### src/hdl/exe_ops_pkg.sv
/*
 * Operation encodings for the execute stage.
 * Decode produces these values and the functional units consume them.
 */

package exe_ops_pkg;

    // Functional unit select
    typedef enum logic [1:0] {
        UNIT_ALU    = 2'd0,
        UNIT_BRANCH = 2'd1,
        UNIT_MUL    = 2'd2,
        UNIT_DIV    = 2'd3
    } unit_t;

    typedef enum logic [3:0] {
        ALU_ADD  = 4'd0, ALU_SUB  = 4'd1, ALU_AND  = 4'd2, ALU_OR   = 4'd3,
        ALU_XOR  = 4'd4, ALU_SLL  = 4'd5, ALU_SRL  = 4'd6, ALU_SRA  = 4'd7,
        ALU_SLT  = 4'd8, ALU_SLTU = 4'd9
    } alu_op_t;

    // Conditional branches first, then the two jumps
    typedef enum logic [2:0] {
        BR_BEQ  = 3'd0, BR_BNE  = 3'd1, BR_BLT = 3'd2, BR_BGE  = 3'd3,
        BR_BLTU = 3'd4, BR_BGEU = 3'd5, BR_JAL = 3'd6, BR_JALR = 3'd7
    } branch_op_t;

    // Multiply forms share the encoding space with divide forms
    typedef enum logic [2:0] {
        MD_MUL = 3'd0, MD_MULH = 3'd1, MD_MULHU = 3'd2, MD_MULHSU = 3'd3,
        MD_DIV = 3'd4, MD_DIVU = 3'd5, MD_REM   = 3'd6, MD_REMU   = 3'd7
    } md_op_t;

endpackage

### src/hdl/exe_types_pkg.sv
/*
 * Data widths and vector types for the execute stage.
 * Import it in any block that handles operands, addresses or register numbers.
 */

package exe_types_pkg;

    // Integer register width
    localparam int XLEN   = 64;
    // Physical address width of the core
    localparam int ADDR_W = 40;
    localparam int REG_W  = 5;

    typedef logic [XLEN-1:0]   bus64_t;
    typedef logic [ADDR_W-1:0] addr_t;
    typedef logic [REG_W-1:0]  reg_t;

endpackage

### src/hdl/exe_operand_if.sv
/*
 * Operand bundle from the control module to the functional units.
 * exe_ctrl drives it through ctrl_mp, every unit reads it through unit_mp.
 */
`timescale 1ns/1ps

interface exe_operand_if;
    import exe_types_pkg::*;
    import exe_ops_pkg::*;

    bus64_t     src1;
    bus64_t     src2;
    // Immediate or src2, picked by use_imm
    bus64_t     opnd2;
    bus64_t     imm;
    addr_t      pc;
    alu_op_t    alu_op;
    branch_op_t br_op;
    md_op_t     md_op;
    logic       word32;

    modport ctrl_mp (output src1, src2, opnd2, imm, pc, alu_op, br_op, md_op, word32);
    modport unit_mp (input  src1, src2, opnd2, imm, pc, alu_op, br_op, md_op, word32);

endinterface

### src/hdl/exe_div.sv
/*
 * Radix-2 restoring divider, one quotient bit per cycle.
 * Operands are latched on req_i; done_o pulses DIV_W+1 cycles later with the
 * sign-corrected quotient or remainder. kill_i returns it to idle.
 */
`timescale 1ns/1ps

module exe_div #(
    parameter int DIV_W = exe_types_pkg::XLEN
) (
    input  logic                    clk_i,
    input  logic                    rst_n_i,
    exe_operand_if.unit_mp          opif,
    input  logic                    req_i,
    input  logic                    kill_i,
    output exe_types_pkg::bus64_t   result_o,
    output logic                    done_o,
    output logic                    busy_o
);
    import exe_types_pkg::*;
    import exe_ops_pkg::*;

    localparam int CNT_W = $clog2(DIV_W + 1);

    logic             sgn_op;
    bus64_t           a_ext;
    bus64_t           b_ext;
    logic [DIV_W-1:0] a_w;
    logic [DIV_W-1:0] b_w;
    logic             a_neg;
    logic             b_neg;
    logic             busy_q;
    logic [CNT_W-1:0] cnt_q;
    logic [DIV_W-1:0] quo_q;
    logic [DIV_W-1:0] dvsr_q;
    logic [DIV_W-1:0] rem_q;
    logic             neg_quo_q;
    logic             neg_rem_q;
    logic             sel_rem_q;
    logic             w32_q;
    logic [DIV_W:0]   shifted;
    logic [DIV_W:0]   diff;
    logic [DIV_W-1:0] res_w;
    bus64_t           res64;

    // Operand preparation ---------------
    assign sgn_op = (opif.md_op == MD_DIV) || (opif.md_op == MD_REM);
    assign a_ext  = !opif.word32 ? opif.src1 :
                    sgn_op ? {{32{opif.src1[31]}}, opif.src1[31:0]} : {32'b0, opif.src1[31:0]};
    assign b_ext  = !opif.word32 ? opif.src2 :
                    sgn_op ? {{32{opif.src2[31]}}, opif.src2[31:0]} : {32'b0, opif.src2[31:0]};
    assign a_w    = a_ext[DIV_W-1:0];
    assign b_w    = b_ext[DIV_W-1:0];
    assign a_neg  = sgn_op && a_w[DIV_W-1];
    assign b_neg  = sgn_op && b_w[DIV_W-1];

    // One restoring step
    assign shifted = {rem_q, quo_q[DIV_W-1]};
    assign diff    = shifted - {1'b0, dvsr_q};

    always_ff @(posedge clk_i or negedge rst_n_i) begin
        if (!rst_n_i) begin
            busy_q <= 1'b0;
            cnt_q  <= '0;
        end else if (kill_i) begin
            busy_q <= 1'b0;
        end else if (req_i) begin
            busy_q <= 1'b1;
            cnt_q  <= CNT_W'(DIV_W);
        end else if (busy_q) begin
            if (cnt_q == '0) begin
                busy_q <= 1'b0;
            end else begin
                cnt_q <= cnt_q - 1'b1;
            end
        end
    end

    always_ff @(posedge clk_i) begin
        if (req_i) begin
            quo_q     <= a_neg ? -a_w : a_w;
            dvsr_q    <= b_neg ? -b_w : b_w;
            rem_q     <= '0;
            // Divide by zero keeps the all-ones quotient
            neg_quo_q <= (a_neg ^ b_neg) && (b_w != '0);
            neg_rem_q <= a_neg;
            sel_rem_q <= (opif.md_op == MD_REM) || (opif.md_op == MD_REMU);
            w32_q     <= opif.word32;
        end else if (busy_q && cnt_q != '0) begin
            quo_q <= {quo_q[DIV_W-2:0], ~diff[DIV_W]};
            rem_q <= diff[DIV_W] ? shifted[DIV_W-1:0] : diff[DIV_W-1:0];
        end
    end

    // Sign correction and result select
    assign res_w    = sel_rem_q ? (neg_rem_q ? -rem_q : rem_q)
                                : (neg_quo_q ? -quo_q : quo_q);
    assign res64    = bus64_t'(res_w);
    assign result_o = w32_q ? {{32{res64[31]}}, res64[31:0]} : res64;
    assign done_o   = busy_q && (cnt_q == '0);
    assign busy_o   = busy_q;

    // The control module must wait for the running division
    a_no_req_busy: assert property (@(posedge clk_i) disable iff (!rst_n_i)
        req_i |-> !busy_o);

endmodule

### src/flat_wrapper.sv
// flat-port wrapper written by rule: the top's interface ports become plain ports
module exe_div_flat import exe_types_pkg::*; import exe_ops_pkg::*;
#(
    parameter int DIV_W = exe_types_pkg::XLEN
)
  (clk_i, rst_n_i, req_i, kill_i, result_o, done_o, busy_o, opif_src1, opif_src2, opif_opnd2, opif_imm, opif_pc, opif_alu_op, opif_br_op, opif_md_op, opif_word32);
  exe_operand_if opif_i ();
  input  logic clk_i;
  input  logic rst_n_i;
  input  logic req_i;
  input  logic kill_i;
  output exe_types_pkg::bus64_t result_o;
  output logic done_o;
  output logic busy_o;
  input wire logic [$bits(opif_i.src1)-1:0] opif_src1;
  input wire logic [$bits(opif_i.src2)-1:0] opif_src2;
  input wire logic [$bits(opif_i.opnd2)-1:0] opif_opnd2;
  input wire logic [$bits(opif_i.imm)-1:0] opif_imm;
  input wire logic [$bits(opif_i.pc)-1:0] opif_pc;
  input wire logic [$bits(opif_i.alu_op)-1:0] opif_alu_op;
  input wire logic [$bits(opif_i.br_op)-1:0] opif_br_op;
  input wire logic [$bits(opif_i.md_op)-1:0] opif_md_op;
  input wire logic [$bits(opif_i.word32)-1:0] opif_word32;
  assign opif_i.src1 = opif_src1;
  assign opif_i.src2 = opif_src2;
  assign opif_i.opnd2 = opif_opnd2;
  assign opif_i.imm = opif_imm;
  assign opif_i.pc = opif_pc;
  assign opif_i.alu_op = opif_alu_op;
  assign opif_i.br_op = opif_br_op;
  assign opif_i.md_op = opif_md_op;
  assign opif_i.word32 = opif_word32;
  exe_div #(.DIV_W(DIV_W)) u_core (.clk_i(clk_i), .rst_n_i(rst_n_i), .opif(opif_i), .req_i(req_i), .kill_i(kill_i), .result_o(result_o), .done_o(done_o), .busy_o(busy_o));
endmodule
### config.mk
export PLATFORM = sky130hd
export DESIGN_NAME = exe_div_flat
export DESIGN_NICKNAME = d
export VERILOG_FILES = /design/src/hdl/exe_ops_pkg.sv /design/src/hdl/exe_types_pkg.sv /design/src/hdl/exe_operand_if.sv /design/src/hdl/exe_div.sv /design/src/flat_wrapper.sv
export SDC_FILE = /design/constraint.sdc
export NUM_CORES = 1
export LEC_CHECK = 0
export ABC_CLOCK_PERIOD_IN_PS = 5100
export BUFFER_PORTS_ARGS = -buffer_cell sky130_fd_sc_hd__buf_2
export CORE_MARGIN = 5
export CORE_UTILIZATION = 45
export CTS_CLUSTER_SIZE = 30
export DETAILED_ROUTE_END_ITERATION = 8
export GPL_TIMING_DRIVEN = 0
export PLACE_DENSITY = 0.66
export SLEW_MARGIN = 10
export SYNTH_ARGS = -nofsm -noshare
export SYNTH_HDL_FRONTEND = slang
export SYNTH_SLANG_ARGS = --single-unit
### constraint.sdc
create_clock -name clk_i -period 5.1 [get_ports clk_i]
set_input_delay 0.255 -clock clk_i [delete_from_list [all_inputs] [get_ports clk_i]]
set_output_delay 0.255 -clock clk_i [all_outputs]
set_load 0.1 [all_outputs]
Yosys cells after proc, flatten, opt, wreduce, memory -nomap -nowiden
Index checks and enable logic that the tools add are counted.

Bits in latches: 0. ROM bits: 0. Word-level logic and storage cells: 55. Register bits: 204. Memory bits (writable): 0. Memories: 0. Bits of input ports: 311.

Div/mod/pow operators: 0. Reductions and logical operators: 13. Bitwise logic cells: 3. Equal/unequal tests: 4. Mux-type cells: 20. $lt $le $gt $ge: 0. Multiply operators: 0. Shift operators: 0. Add/sub/neg operators: 6.

Operators with widths (number): 2-to-1 mux 64 bit (13); negation 64 bit (4); subtractor 65 x 64 -> 65 bit (1); nonzero test 64 bit (1); 2-to-1 mux 7 bit (3); equality test 3 bit, second input constant (3); logical NOT 7 bit (1); nonzero test 7 bit (1); subtractor 7 x 1 -> 7 bit, second input constant (1); logical AND 1 bit (5); 2-to-1 mux 1 bit (4); nonzero test 2 bit (2); AND reduction 3 bit (1); logical OR 1 bit (2); != test 2 bit, second input constant (1); NOT 1 bit (2); XOR 1 bit (1).

Depth between registers and ports, before layout
Word-level depth: 7. Gate-level depth with buffers: 15. Depth with buffers taken out: 13.

Worst setup path before layout
No wires, ideal clock.

Kind: reg2out. Start: register u_core.quo_q[19]. End: output port result_o[49]. Required time: 4.845 ns. Stages on the path, launching flop included: 10. Path buffers: 0. Setup slack: -1.977 ns. Arrival time: 6.822 ns. Cell sequence: edfxtp_1 or4_4 or4b_4 or4_2 o31ai_1 xnor2_1 nor2_1 a21oi_1 nor2b_1 a221oi_1.

Longest elaborated chain between the ends: 4.

Ends and longest elaborated chain: start, declared (RTL line exe_div.sv:34) `logic [DIV_W-1:0] quo_q;`; start signal, assigned (RTL line exe_div.sv:81) `quo_q <= a_neg ? -a_w : a_w;`; start signal, assigned (RTL line exe_div.sv:90) `quo_q <= {quo_q[DIV_W-2:0], ~diff[DIV_W]};`; negation 64 bit (RTL line exe_div.sv:97) `: (neg_quo_q ? -quo_q : quo_q);`; 2-to-1 mux 64 bit (RTL line exe_div.sv:97); 2-to-1 mux 64 bit (RTL line exe_div.sv:96) `assign res_w = sel_rem_q ? (neg_rem_q ? -rem_q : rem_q)`; 2-to-1 mux 64 bit (RTL line exe_div.sv:99) `assign result_o = w32_q ? {{32{res64[31]}}, res64[31:0]} : res64;`; end, declared (RTL line flat_wrapper.sv:12) `output exe_types_pkg::bus64_t result_o;`.

No other way between the ends.

Final worst setup path
Start: register u_core.quo_q[19]. End: output port result_o[57].

Same word-level chain as after synthesis.

==> summary.txt <==
Detailed routing
  • Post-route ant nets: 0
  • Vias: 20050
  • DRC viols: 0
  • Vias/cell: 6.21
  • TritonRoute pass-1 iters: 6
  • WL per Instance: 23.8 um
  • Detailed Route WL: 76700 um
  • Starting DRT DRC Count: 2042

Cells and area
  • Layout cells sized above 1: 12.6%
  • P&R area growth vs syn: 15.3%
  • Sequential cell area: 0.00545 mm2
  • Commonest non-fill, non-tap cell in the layout: a21oi_1
  • Most frequent cells in the layout: a21oi_1, nor2_1, nand2_1
  • Nets@finish: 3051
  • Multi-input gate area: 0.0126 mm2
  • Util after Layout: 52.3%
  • Fill cells: 4113
  • N_diodes: 0

Power and ir drop
  • P per Cell Area: 358 mW/mm2
  • Int Power: 4.10 mW
  • Worst vdd ir: 424 uV
  • Clock Power Share: 24.1%
  • Leak: 8.69 nW
  • Combinational share of power: 46.2%
  • Switch share: 47.5%
  • P_sw: 3.72 mW
  • Share of power burned in registers: 29.6%

Logic synthesis
  • Syn_nets: 2805
  • Synthesized cell area: 0.0189 mm2
  • Ys flop type: edfxtp_1
  • Syn. warnings: 0
  • Sequential area share after synthesis: 28.7%
  • Mean area per synthesized cell: 7.82 um2
  • Share of synthesized registers carrying an async set or reset: 3.92%
  • Yosys reg bits: 204
  • Post-synthesis cell count: 2423
  • Synth cell types: 81
  • Number of synthesized flops with an enable pin: 132

Clock tree
  • CTS Sinks: 204
  • Max H-tree Level: 1
  • Worst skew pair latency: 580 ps
  • Clock Path Buffers: 3
  • Clock transition at the registers of the reported paths: 60 ps
  • Inserted Clock Buffers: 26
  • Root buf cell: clkbuf_16
  • CTS tree: built

Worst setup path
  • Top cell by count, worst path: o21ai_0
  • CP Launch Type: flop
  • Reg2reg setup slack: 280 ps
  • Cells along the critical path: or4_4 -> or4b_4 -> or4_2 -> nand3b_1 -> o21ai_0 -> o21a_1 -> o21ai_0 -> xor2_1 -> o22ai_1 -> nor2_1 -> clkbuf_4
  • R2r endpoint: u_core.rem_q[1]$_SDFFE_PP0P_
  • Crit Path Category: reg -> out
  • Arr. time, crit path: 4790 ps
  • CP Capture Type: primary output
  • Critical Path Source: u_core.quo_q[19]$_DFFE_PN_
  • Crit-path max FO: 6
  • Worst reg-to-reg path cell count: 14
  • Launch point of the worst reg-to-reg path: u_core.rem_q[0]$_SDFFE_PP0P_
  • Slowest cell on the critical path: or4_2
  • CP endpoint: result_o[57]
  • Critical Path RT: 4850 ps
  • Critical Path Max Stage Delay: 720 ps

Global routing
  • Vias in the first global route: 18931
  • GR Overflow Total: 0
  • Initial antenna violation count: 0
  • Largest net degree at the start of global routing: 66
  • Gr usage total: 31.5%
  • Global-route wire length before repair: 115000 um

Timing
  • Ratio of final minimum period to clock period: 99.0%
  • Hold Vio Cnt, Final: 0
  • Fin. max-slew vios: 0
  • # setup viols final: 0
  • Final setup TNS: 0 ps
  • Worst slew pin tran: 1140 ps
  • Minimum clock period: 5050 ps
  • Slew HR: 23.6%
  • Final Skew: 34.2 ps
  • Fmax: 198 MHz
  • RSZ-0062 raised after global routing: true

Die
  • Core Area: 0.0418 mm2
  • Die Wd: 215 um
  • I/O pins: 377
  • Initial core utilization: 45.4%
  • Site Rows: 75
  • Die outline height: 215 um
  • Die area: 0.0463 mm2

Placed design
  • Detailed placer's ending HPWL: 60900 um
  • Final Wtd Congestion: 1.01
  • IO buf count: 200

Flow run
  • # Max-Cap Violations: 0

Status
  • Status: completed

Worst hold path
  • Hold Path Class: in -> reg
==> cell usage after synthesis (64+ instances only) <==
cell	number	area share, %
inv_1	110	2.2
clkbuf_1	123	2.4
nand2_1	208	4.1
dfxtp_1	64	6.8
a21oi_1	262	6.9
edfxtp_1	132	21
o21ai_0	179	4.7
xor2_1	124	5.7
nor2_1	256	5.1
xnor2_1	159	7.4
ha_1	70	4.6
nor3_1	67	1.8
==> worst max-delay path, delay by kind of cell, from the launching register on <==
| kind | cells | cell delay (ps) |
|---|---|---|
| DFF | 1 | 450 |
| buffers and inverters | 1 | 390 |
| and+or+nand+nor | 5 | 2380 |
| AOI/OAI and AO/OA | 4 | 800 |
| xor gates and xnor gates | 1 | 190 |
==> worst min path at each step <==
stage               slack, ps                     endpoint  cells after the start     startpoint
floorplan                 -40      u_core.busy_o$_DFF_PN0_                      0        rst_n_i
global route               20  u_core.dvsr_q[16]$_DFFE_PP_                      2  opif_src2[16]
detailed placement        110      u_core.busy_o$_DFF_PN0_                      1        rst_n_i
global placement          110      u_core.busy_o$_DFF_PN0_                      1        rst_n_i
CTS                       0.7  u_core.dvsr_q[26]$_DFFE_PP_                      2  opif_src2[26]
finish                     20   u_core.sel_rem_q$_DFFE_PP_                      2  opif_md_op[1]
==> layer usage <==
layer,vias to the layer above,global-route usage (%),routed length (um)
li1,9361,-,-
met1,9510,45.8,33200
met2,1053,49.2,33400
met3,126,4.42,7740
met4,0,8.43,2330
met5,-,0,0
==> power by group through the flow <==
stage	clock network (mW)	registers, mW	logic [mW]
floorplan	0	2.22	2.63
global placement	0	2.33	3.47
detailed placement	0	2.33	3.49
CTS	1.90	2.30	3.54
global route	1.98	2.34	3.84
finish	1.88	2.32	3.61
==> registers in the layout, indices dropped and copies added (netlist names) <==
name,cells
u_core.busy_o,1
u_core.cnt_q,7
u_core.dvsr_q,64
u_core.neg_quo_q,1
u_core.neg_rem_q,1
u_core.quo_q,64
u_core.rem_q,64
u_core.sel_rem_q,1
u_core.w32_q,1
==> cell families (layout without fill, tap and decap cells) <==
family                   after synthesis  in the layout  share of synthesized area (%)
buffers and inverters                247            513                           5.09
AO/OA/AOI/OAI                        741            741                           24.2
flip-flops                           204            204                           28.7
AND/OR/NAND/NOR                      811            811                           20.5
XOR/XNOR                             283            283                           13.1
multiplexers                          66             66                           3.65
adder cells (fa/ha/maj)               71             71                           4.73
==> area by class of cell <==
class | instances | area share [%]
clock inverter | 14 | 0.515
multi-input combinational | 1972 | 57.9
buffer | 136 | 2.53
tap | 539 | 3.09
timing repair buffer | 218 | 5.73
inverter | 111 | 1.92
clock buffer | 34 | 3.40
sequential | 204 | 24.9
==> through the flow <==
step,std cells,hold WS [ps],total power [mW],cell area (um2),setup WS [ps]
after global placement,3162,107,5.80,20700,-723
after detailed placement,3163,111,5.83,20700,-164
after floorplan,2423,-40.6,4.85,19000,41.9
after global routing,3228,18.8,8.16,21800,-99.3
after CTS,3227,0.715,7.74,21800,11.6
final,3228,18.6,7.82,21800,52.7
==> repair_timing <==
action / 4_1_cts / 5_1_grt
hold endpoints to repair: 24 / 0
setup buffers: 0 / 1
endpoints found under the setup margin: 23 / 31
pin swaps: 0 / 1
resized for setup: 9 / 35
hold buffers: 16 / 0
Power figures use the tool's default switching activity.
