[src/hdl/exe_ops_pkg.sv]
/*
 * Operation encodings for the execute stage.
 * Decode produces these values and the functional units consume them.
 */

package exe_ops_pkg;

    // Functional unit select
    typedef enum logic [1:0] {
        UNIT_ALU    = 2'd0,
        UNIT_BRANCH = 2'd1,
        UNIT_MUL    = 2'd2,
        UNIT_DIV    = 2'd3
    } unit_t;

    typedef enum logic [3:0] {
        ALU_ADD  = 4'd0, ALU_SUB  = 4'd1, ALU_AND  = 4'd2, ALU_OR   = 4'd3,
        ALU_XOR  = 4'd4, ALU_SLL  = 4'd5, ALU_SRL  = 4'd6, ALU_SRA  = 4'd7,
        ALU_SLT  = 4'd8, ALU_SLTU = 4'd9
    } alu_op_t;

    // Conditional branches first, then the two jumps
    typedef enum logic [2:0] {
        BR_BEQ  = 3'd0, BR_BNE  = 3'd1, BR_BLT = 3'd2, BR_BGE  = 3'd3,
        BR_BLTU = 3'd4, BR_BGEU = 3'd5, BR_JAL = 3'd6, BR_JALR = 3'd7
    } branch_op_t;

    // Multiply forms share the encoding space with divide forms
    typedef enum logic [2:0] {
        MD_MUL = 3'd0, MD_MULH = 3'd1, MD_MULHU = 3'd2, MD_MULHSU = 3'd3,
        MD_DIV = 3'd4, MD_DIVU = 3'd5, MD_REM   = 3'd6, MD_REMU   = 3'd7
    } md_op_t;

endpackage

[src/hdl/exe_types_pkg.sv]
/*
 * Data widths and vector types for the execute stage.
 * Import it in any block that handles operands, addresses or register numbers.
 */

package exe_types_pkg;

    // Integer register width
    localparam int XLEN   = 64;
    // Physical address width of the core
    localparam int ADDR_W = 40;
    localparam int REG_W  = 5;

    typedef logic [XLEN-1:0]   bus64_t;
    typedef logic [ADDR_W-1:0] addr_t;
    typedef logic [REG_W-1:0]  reg_t;

endpackage

[src/hdl/exe_operand_if.sv]
/*
 * Operand bundle from the control module to the functional units.
 * exe_ctrl drives it through ctrl_mp, every unit reads it through unit_mp.
 */
`timescale 1ns/1ps

interface exe_operand_if;
    import exe_types_pkg::*;
    import exe_ops_pkg::*;

    bus64_t     src1;
    bus64_t     src2;
    // Immediate or src2, picked by use_imm
    bus64_t     opnd2;
    bus64_t     imm;
    addr_t      pc;
    alu_op_t    alu_op;
    branch_op_t br_op;
    md_op_t     md_op;
    logic       word32;

    modport ctrl_mp (output src1, src2, opnd2, imm, pc, alu_op, br_op, md_op, word32);
    modport unit_mp (input  src1, src2, opnd2, imm, pc, alu_op, br_op, md_op, word32);

endinterface

[src/hdl/exe_branch.sv]
/*
 * Branch unit: condition check, target address and link value.
 * Purely combinational; the control module registers its outputs.
 */
`timescale 1ns/1ps

module exe_branch (
    exe_operand_if.unit_mp          opif,
    output logic                    taken_o,
    output exe_types_pkg::addr_t    target_o,
    output exe_types_pkg::bus64_t   link_o
);
    import exe_types_pkg::*;
    import exe_ops_pkg::*;

    bus64_t jalr_sum;
    addr_t  link_pc;

    always_comb begin
        case (opif.br_op)
            BR_BEQ:  taken_o = opif.src1 == opif.src2;
            BR_BNE:  taken_o = opif.src1 != opif.src2;
            BR_BLT:  taken_o = $signed(opif.src1) <  $signed(opif.src2);
            BR_BGE:  taken_o = $signed(opif.src1) >= $signed(opif.src2);
            BR_BLTU: taken_o = opif.src1 <  opif.src2;
            BR_BGEU: taken_o = opif.src1 >= opif.src2;
            // Jumps always redirect
            default: taken_o = 1'b1;
        endcase
    end

    // jalr target has bit 0 forced low
    assign jalr_sum = opif.src1 + opif.imm;
    assign target_o = (opif.br_op == BR_JALR) ? {jalr_sum[ADDR_W-1:1], 1'b0}
                                              : opif.pc + opif.imm[ADDR_W-1:0];

    assign link_pc = opif.pc + addr_t'(4);
    assign link_o  = {{(XLEN-ADDR_W){1'b0}}, link_pc};

endmodule

[src/flat_wrapper.sv]
// flat-port wrapper written by rule: the top's interface ports become plain ports
module exe_branch_flat import exe_types_pkg::*; import exe_ops_pkg::*;
  (taken_o, target_o, link_o, opif_src1, opif_src2, opif_opnd2, opif_imm, opif_pc, opif_alu_op, opif_br_op, opif_md_op, opif_word32);
  exe_operand_if opif_i ();
  output logic taken_o;
  output exe_types_pkg::addr_t target_o;
  output exe_types_pkg::bus64_t link_o;
  input wire logic [$bits(opif_i.src1)-1:0] opif_src1;
  input wire logic [$bits(opif_i.src2)-1:0] opif_src2;
  input wire logic [$bits(opif_i.opnd2)-1:0] opif_opnd2;
  input wire logic [$bits(opif_i.imm)-1:0] opif_imm;
  input wire logic [$bits(opif_i.pc)-1:0] opif_pc;
  input wire logic [$bits(opif_i.alu_op)-1:0] opif_alu_op;
  input wire logic [$bits(opif_i.br_op)-1:0] opif_br_op;
  input wire logic [$bits(opif_i.md_op)-1:0] opif_md_op;
  input wire logic [$bits(opif_i.word32)-1:0] opif_word32;
  assign opif_i.src1 = opif_src1;
  assign opif_i.src2 = opif_src2;
  assign opif_i.opnd2 = opif_opnd2;
  assign opif_i.imm = opif_imm;
  assign opif_i.pc = opif_pc;
  assign opif_i.alu_op = opif_alu_op;
  assign opif_i.br_op = opif_br_op;
  assign opif_i.md_op = opif_md_op;
  assign opif_i.word32 = opif_word32;
  exe_branch u_core (.opif(opif_i), .taken_o(taken_o), .target_o(target_o), .link_o(link_o));
endmodule
[config.mk]
export PLATFORM = sky130hd
export DESIGN_NAME = exe_branch_flat
export DESIGN_NICKNAME = d
export VERILOG_FILES = /design/src/hdl/exe_ops_pkg.sv /design/src/hdl/exe_types_pkg.sv /design/src/hdl/exe_operand_if.sv /design/src/hdl/exe_branch.sv /design/src/flat_wrapper.sv
export SDC_FILE = /design/constraint.sdc
export NUM_CORES = 1
export LEC_CHECK = 0
export ABC_AREA = 1
export BUFFER_PORTS_ARGS = -buffer_cell sky130_fd_sc_hd__buf_2
export CORE_AREA = 2 2 159 161
export DETAILED_ROUTE_END_ITERATION = 12
export DIE_AREA = 0 0 161 163
export GPL_TIMING_DRIVEN = 1
export PLACE_DENSITY_LB_ADDON = 0.1
export SYNTH_ARGS = -nofsm -noshare
export SYNTH_HDL_FRONTEND = slang
export SYNTH_SLANG_ARGS = --single-unit
[constraint.sdc]
create_clock -name vclk -period 2.9
set_input_delay 0.435 -clock vclk [all_inputs]
set_output_delay 0.435 -clock vclk [all_outputs]
set_load 0.005 [all_outputs]
After elaboration in Yosys (flattened, before gate mapping) --
Cells that the tools add are included.
Storage, ports and cells: logic and storage cells 18, output and inout bits 105, memory bits (writable) 0, memories 0, latch bits 0, bits in read-only memories 0, bits of input ports 307, bits in registers 0
Cells by class: reductions and logical operators 1, equality and inequality tests 8, add/sub/neg operators 3, multiply operators 0, div/mod/pow operators 0, multiplexer cells 2, shift operators 0, bitwise logic cells 0, $lt $le $gt $ge 4
Operator list (count):
- $ge 64x64->1 | 2
- $lt 64x64->1 | 2
- $add 40x40->40 | 2
- $eq 64x64->1 | 1
- $ne 64x64->1 | 1
- $add 40x3->40 const B | 1
- $mux 40 | 1
- $eq 3x3->1 const B | 3
- $eq 3x2->1 const B | 2
- $pmux 1 s6 | 1
- $eq 3x1->1 const B | 1
- $logic_not 3->1 | 1

Longest topological paths before layout --
Gate-level depths: netlist of the first run.
word-level depth 2, gate-level depth with buffers 19, gate-level depth less buffers 19

Worst setup path before layout of the first run --
Ideal clock, no wire load.
path type input port to output port, from input opif_pc[0], to output target_o[32], slack 432 ps, arrival 2033 ps, cell stages on the path 12, data required time 2465 ps, path through ha_1 > inv_1 > fa_1 > nor3_1 > nor2_1 > o21ai_2 > nand3_1 > nand2_1 > nand3_1 > nand3b_1 > nand3_1 > nand2_1
On the way: word-level cells in the longest chain between the ends 2
Ends and longest elaborated chain:
- from (decl) | line flat_wrapper.sv:12 | input wire logic [$bits(opif_i.pc)-1:0] opif_pc;
- $add 40x40->40 | line exe_branch.sv:35 | : opif.pc + opif.imm[ADDR_W-1:0];
- $mux 40 | line exe_branch.sv:34 | assign target_o = (opif.br_op == BR_JALR) ? {jalr_sum[ADDR_W-1:1], 1'b0}
- to (decl) | line flat_wrapper.sv:6 | output exe_types_pkg::addr_t target_o;
Every way passes these cells.

Worst setup path after layout of the first run --
from input opif_imm[3], to output target_o[23]
On the way: word-level cells in the longest chain between the ends 2, elaborated cells between the ends (all ways) 3, those cells by class 2 x add/sub; 1 x mux
Ends and longest elaborated chain:
- from (decl) | line flat_wrapper.sv:11 | input wire logic [$bits(opif_i.imm)-1:0] opif_imm;
- $add 40x40->40 (on tied branches) | line exe_branch.sv:35, exe_branch.sv:33
- $mux 40 * | line exe_branch.sv:34
Every way passes the cells marked *; elsewhere a longest branch is shown, timed or not.

==> results of run 1 <==
timing repair:
action / 4_1_cts / 5_1_grt
buffers inserted: 0 / 6
hold endpoints to repair: 0 / 0
gates cloned: 0 / 0
endpoints found under the setup margin: 19 / 31
pin swaps: 0 / 36
resized for setup: 26 / 185
synthesized netlist by cell type (8+ instances only):
| cell type | number |
|---|---|
| nand2_1 | 356 |
| inv_1 | 225 |
| nor2_1 | 196 |
| a21oi_1 | 164 |
| ha_1 | 142 |
| o21ai_0 | 88 |
| nand3_1 | 69 |
| o21ai_1 | 37 |
| xor2_1 | 37 |
| nor3_1 | 31 |
| inv_2 | 29 |
| buf_4 | 26 |
| nand4_1 | 26 |
| o21a_1 | 15 |
| xnor2_1 | 14 |
| o21bai_1 | 13 |
| nand3b_1 | 11 |
| a21boi_1 | 10 |
| a21o_1 | 10 |
| nand2_2 | 8 |
| nor4_1 | 8 |
path summary, 6_finish.rpt:
check	cells after the start	endpoint	slack, ns
hold / removal	2	link_o[1]	1.10
setup / recovery	13	target_o[23]	0.02
metal layers:
layer	track usage	share of wire
met1	0.3501	0.44
met2	0.4678	0.46
met3	0.02317	0.065
met4	0.07183	0.028
met5	0	0
cell families after synthesis:
family,count (synthesis),share of synthesized area
multiplexers,1,0.001168
XOR/XNOR,51,0.05212
buffers and inverters,288,0.1375
adder cells (fa/ha/maj),144,0.2120
AO/OA/AOI/OAI,356,0.2273
AND/OR/NAND/NOR,727,0.3695
other,1,0.0004375
critical path, cell delays in order:
cell and delay [ns]:
buf_2 0.14, ha_2 0.39, nand2_2 0.11, nor2_2 0.17
nand2_1 0.09, nor2_1 0.14, nor2_2 0.08, o21ai_2 0.25
nand2_1 0.08, nand2_1 0.13, nor2_1 0.07, o21ai_2 0.19
buf_2 0.14
cell type report:
| class | instances | area (sq um) | area share |
|---|---|---|---|
| Multi-Input combinational cell | 1303 | 8362 | 0.6524 |
| Timing Repair Buffer | 504 | 3087 | 0.2408 |
| Inverter | 254 | 953.4 | 0.07438 |
| Tap cell | 330 | 412.9 | 0.03221 |
| Antenna cell | 1 | 2.502 | 0.0001952 |
stage by stage:
step	setup WS, ns	cell area [sq um]	TNS (ns)	util
final	0.02381	12820	0	0.5195
after global routing	-0.08200	12820	-0.4898	0.5195
after CTS	0.0009697	11980	0	0.4856
after detailed placement	-0.1037	11880	-0.7984	0.4815
after global placement	-0.08338	11880	-0.6263	0.4815
after floorplan	0.4319	8657	0	-
power by group through the flow:
stage          combinational, mW     clock, mW  sequential (mW)
6_report                    2.54  0.0000000461                0
5_1_grt                     2.79  0.0000000461                0
4_1_cts                     2.33             0                0
3_5_place_dp                2.29             0                0
3_3_place_gp                2.28             0                0
2_1_floorplan               1.20             0                0
==> out/metrics.yaml, run 1 <==
setup_path:
  cp-startpoint: "opif_imm[3]"
  cp-start-kind: "primary input"
  endpoint_kind: "output port"
  cp_max_fo: 4
  cp.arrival_ns: 2.44
  required_ns: 2.47
  path_class: "in -> out"
logic_synthesis:
  yosysWarnings: 0
  synth_area_leaders: "ha_1, nand2_1, inv_1"
  synth_cell_type_count: 45
  syn_area_sq_um: 8571
  avgSynthCellArea_sq_um: 5.466
  synth-seq-area-share: 0
  yosysTopAreaCell: "ha_1"
  yosys.area.top_type_share: 0.2073
  netlist_instances: 1568
timing:
  slew_viol_final: 0
  hold_viol: 0
  timing.fmax_mhz: 347.7
  rsz0062_at_grt: "yes"
  fin_crit_sh: 0.9918
  min_period_ns: 2.876
  setup_viol: 0
  hold-worst-slack_ns: 1.099
  tightest_slew_ns: 0.4993
  slew_headroom: 0.6640
die:
  ios: 412
  coreArea_sq_um: 24670
  fp.dieW_um: 161
  die_h_um: 163
  num_rows: 58
  die_area_sq_um: 26240
  start_util: 0.3474
run:
  maxCapViolCount: 0
run_status:
  status: "complete, no violations"
layout:
  regArea_sq_um: 0
  seq_cell_count: 0
  num-clock-buffers: 0
  final_cell_mix: "nand2_1, buf_2, inv_1, buf_4, nor2_1"
  final_common_cell: "nand2_1"
  final_nets: 2514
  layout.cells.non_filler: 2392
  drive_gt1_frac: 0.3590
  synthToLayoutAreaGrowth_pct: 49.55
  fill_cells: 2680
placement:
  place_hpwl_um: 33540
  routabilityCongestion: 0.9765
  dp_cells: 2385
  io_buffer_count: 292
pwr:
  clkPwrFrac: 0
  p_comb_frac: 1.000
  peakVddDrop_v: 0.00009292
  total_power_mw: 2.537
  seq_power_share: 0
  power_density_nw_per_um2: 198.0
  switching_share: 0.5617
  p_switching_mw: 1.425
  p_int_mw: 1.112
  p_leak_nw: 6.740
drt:
  firstDrtPassIters: 5
  drt_iter0_markers: 897
  routed_via_density: 5.030
  finalWirelength_um: 37810
  drc: 0
  ant_nets: 0
  vias: 12032
  wl_per_cell_um: 15.81
clock_tree:
  hold_buffers: 0
global_routing:
  gr-total-overflow: 0
  grt_max_degree: 41
  grt_first_pass_wirelength_um: 55100
  grt_use_total: 0.2666
  grt_pass1_vias: 11036
  antenna_found_initial: 1
worst_hold_path:
  hold_path_class: "in -> out"
  hold_start: "opif_pc[1]"
Note: power is estimated with default switching activity, not from simulation.
==> run 2, diff against run 1 <==
SLEW_MARGIN = 20   (was default)
clock period = 3.25 ns   (was 2.9 ns; I/O delays follow)
==> run 2 against run 1 <==
Wire length decreased by 3.5%. Combinational power decreased by 28%. Non-clock buffer count down 176. Via count fell by 7.5%. Critical path depth did not move. Critical path type unchanged. Critical endpoint is now target_o[30]. Largest power group unchanged. Highest routed layer unchanged.
==> out/metrics.yaml, run 2 (synthesized netlist as in run 1, its figures left out) <==
run_status:
  status: "complete, no violations"
drt:
  routed_via_density: 5.024
  firstDrtPassIters: 5
  drc: 0
  ant_nets: 0
  wl_per_cell_um: 16.47
  finalWirelength_um: 36480
  vias: 11128
  drt_iter0_markers: 741
layout:
  fill_cells: 2850
  diodes: 0
  fin_util: 0.4331
  synthToLayoutAreaGrowth_pct: 24.69
  final_nets: 2338
  regArea_sq_um: 0
  layout.cells.non_filler: 2215
  final_cell_mix: "nand2_1, buf_2, inv_1, nor2_1, a21oi_1"
  seq_cell_count: 0
  drive_gt1_frac: 0.2154
  multiInputGateArea_sq_um: 7576
  num-clock-buffers: 0
  final_common_cell: "nand2_1"
die:
  coreArea_sq_um: 24670
  start_util: 0.3474
  die_area_sq_um: 26240
  ios: 412
  num_rows: 58
  die_h_um: 163
  fp.dieW_um: 161
pwr:
  p_leak_nw: 5.821
  seq_power_share: 0
  clkPwrFrac: 0
  peakVddDrop_v: 0.00006548
  power_density_nw_per_um2: 172.0
  switching_share: 0.6203
  p_comb_frac: 1.000
  p_switching_mw: 1.140
  p_int_uw: 697.8
timing:
  slew_viol_final: 0
  tightest_slew_ns: 0.5381
  hold_viol: 0
  fin_setup_tns_ns: 0
  fin_crit_sh: 0.9687
  slew_headroom: 0.6375
  setup_viol: 0
  min_period_ns: 3.148
  timing.fmax_mhz: 317.6
run:
  maxCapViolCount: 0
placement:
  io_buffer_count: 292
  routabilityCongestion: 0.9209
  dp_cells: 2215
  place_hpwl_um: 33010
global_routing:
  grt_first_pass_wirelength_um: 55060
  gr-total-overflow: 0
  antenna_found_initial: 0
  grt_max_degree: 39
  grt_pass1_vias: 10724
  grt_use_total: 0.2670
setup_path:
  critPathCapture: "target_o[30]"
  cp-start-kind: "primary input"
  cp.arrival_ns: 2.66
  required_ns: 2.76
  cp_max_fo: 5
  path_class: "in -> out"
  cp-startpoint: "opif_imm[5]"
  endpoint_kind: "output port"
clock_tree:
  hold_buffers: 0
worst_hold_path:
  hold_path_class: "in -> out"
==> run 2: cell count changes in the layout (fill, tap and decap cells not counted), sizes merged <==
cell   change
diode      -1
buf      -176
==> run 2: per-layer routing <==
metal  share of wire  track usage  vias to the layer above
met1            0.45       0.3546                     4939
li1                -            -                     5796
met3           0.067      0.02343                       33
met5               0            0                        -
met2            0.47       0.4729                      360
met4           0.021      0.05195                        0
==> run 2: repair_timing <==
item | 4_1_cts | 5_1_grt
pin swaps | 0 | 2
setup endpoints to repair | 1 | 23
buffers inserted | 0 | 0
resized for setup | 1 | 24
==> run 2: through the flow <==
step	hold WS, ns	power (mW)	cell area, sq um	setup WS, ns
global placement	1.185	1.786	10590	-0.03219
finish	1.186	1.838	10690	0.1016
floorplan	1.002	1.071	8657	0.6769
global route	1.195	2.059	10690	-0.0003266
CTS	1.184	1.803	10600	0.005214
detailed placement	1.185	1.793	10590	-0.04969
==> run 2: worst max-delay path: stages <==
cell,delay [ns]
buf_2,0.13
ha_1,0.35
a21oi_1,0.25
o21ai_1,0.15
nor2_2,0.23
inv_1,0.12
nand2_1,0.09
nand2_1,0.09
nand3_1,0.09
nand2_1,0.11
o21ai_0,0.31
nand2_1,0.11
buf_2,0.15
==> run 2: how the worst min path moves through the flow <==
| stage | from | to | slack (ns) | depth (start not counted) |
|---|---|---|---|---|
| 3_5_place_dp | opif_pc[0] | link_o[0] | 1.18 | 2 |
| 3_3_place_gp | opif_pc[0] | link_o[0] | 1.18 | 2 |
| 5_1_grt | opif_pc[0] | link_o[0] | 1.20 | 2 |
| 6_report | opif_pc[0] | link_o[0] | 1.19 | 2 |
| 4_1_cts | opif_pc[0] | link_o[0] | 1.18 | 2 |
| 2_1_floorplan | opif_pc[2] | link_o[2] | 1.00 | 1 |
==> run 2: power by group through the flow <==
stage               combinational, mW  clock, mW  sequential [mW]
finish                           1.84          0                0
detailed placement               1.79          0                0
global route                     2.06          0                0
floorplan                        1.07          0                0
global placement                 1.79          0                0
CTS                              1.80          0                0
==> run 2: final cells by class <==
cell class	instances	share of cell area
Multi-Input combinational cell	1303	0.7089
Timing Repair Buffer	328	0.1632
Inverter	254	0.08922
Tap cell	330	0.03864
==> run 3, diff against run 2 <==
PLACE_DENSITY = 0.62   (was default)
PLACE_DENSITY_LB_ADDON = default   (was 0.1)
==> run 3 against run 2 <==
Core utilization decreased by 0.11 points. Critical path depth decreased by 2. Combinational power about the same. Design area decreased by 0.25%. Hold slack got worse by 0.010 ns. Critical path type unchanged. Largest cell class unchanged. Highest routed layer unchanged.
==> out/metrics.yaml, run 3 (synthesized netlist as in run 1, its figures left out) <==
drt:
  drc: 0
  vias: 11239
  wl_per_cell_um: 15.55
  drt_iter0_markers: 713
  routed_via_density: 5.063
  firstDrtPassIters: 5
  ant_nets: 0
  finalWirelength_um: 34510
pwr:
  p_leak_nw: 5.809
  power_density_nw_per_um2: 170.3
  total_power_mw: 1.815
  peakVddDrop_v: 0.00004966
setup_path:
  cp-start-kind: "primary input"
  cp.arrival_ns: 2.63
  path_class: "in -> out"
  cp_max_fo: 5
  required_ns: 2.76
  endpoint_kind: "output port"
timing:
  hold-worst-slack_ns: 1.176
  hold_viol: 0
  fin_crit_sh: 0.9605
  timing.fmax_mhz: 320.4
  tightest_slew_ns: 0.5218
  slew_viol_final: 0
  setup_viol: 0
  min_period_ns: 3.122
  slew_headroom: 0.6521
run_status:
  status: "complete, no violations"
global_routing:
  gr-total-overflow: 0
  grt_use_total: 0.2483
  grt_max_degree: 41
  grt_first_pass_wirelength_um: 51900
  grt_pass1_vias: 10419
  antenna_found_initial: 1
layout:
  final_cell_mix: "nand2_1, buf_2, inv_1, nor2_1, a21oi_1"
  final_nets: 2342
  regArea_sq_um: 0
  fill_cells: 2745
  num-clock-buffers: 0
  final_common_cell: "nand2_1"
  drive_gt1_frac: 0.2133
  fin_util: 0.4320
  seq_cell_count: 0
  synthToLayoutAreaGrowth_pct: 24.38
worst_hold_path:
  hold_path_class: "in -> out"
placement:
  place_hpwl_um: 31260
  io_buffer_count: 292
  routabilityCongestion: 0.9545
die:
  fp.dieW_um: 161
  num_rows: 58
  die_h_um: 163
  die_area_sq_um: 26240
  start_util: 0.3474
  ios: 412
  coreArea_sq_um: 24670
run:
  maxCapViolCount: 0
==> run 3: power breakdown <==
group	leakage (nW)	switching, mW	internal [mW]
logic	5.81	1.12	0.693
clock network	0.00000634	0	0.0000000412
registers	0	0	0
total	5.81	1.12	0.693
==> run 3: layout make-up <==
type	instances	area, sq um	area share
multi-input cells	1303	7530	0.7063
inverters	254	953.4	0.08944
repair buffers	332	1762	0.1653
diodes	1	2.502	0.0002347
well taps	330	412.9	0.03873
==> run 3: layer usage <==
| layer | track usage | vias up | share of wire |
|---|---|---|---|
| met3 | 0.02165 | 50 | 0.075 |
| met4 | 0.05560 | 0 | 0.026 |
| met2 | 0.4481 | 430 | 0.47 |
| met5 | 0 | - | 0 |
| li1 | - | 5798 | - |
| met1 | 0.3207 | 4961 | 0.43 |
==> run 3: timing repair <==
item	CTS	global route
resized for setup	0	15
hold buffers	0	0
setup endpoints to repair	0	14
buffers inserted	0	0
==> run 3: worst paths after layout <==
check / slack [ns] / endpoint / from / cells past startpoint
setup / recovery: 0.13 / target_o[18] / opif_imm[7] / 11
hold / removal: 1.18 / link_o[0] / opif_pc[0] / 2
==> run 3: critical path: stages <==
cell	delay, ns
buf_2	0.12
ha_1	0.38
a21oi_1	0.26
o21ai_1	0.13
a21oi_1	0.18
o21ai_1	0.17
a21boi_1	0.20
inv_2	0.08
a21oi_1	0.34
nor2_1	0.12
buf_2	0.15
==> run 3: metrics by stage <==
| step | setup TNS [ns] | area [sq um] | cells | setup WS, ns |
|---|---|---|---|---|
| 2_1_floorplan | 0 | 8657 | 1591 | 0.6769 |
| 3_3_place_gp | 0 | 10610 | 2219 | 0.1000 |
| 3_5_place_dp | 0 | 10610 | 2219 | 0.07112 |
| 4_1_cts | 0 | 10610 | 2219 | 0.06070 |
| 5_1_grt | -0.00002043 | 10660 | 2220 | -0.00002043 |
| 6_report | 0 | 10660 | 2220 | 0.1284 |
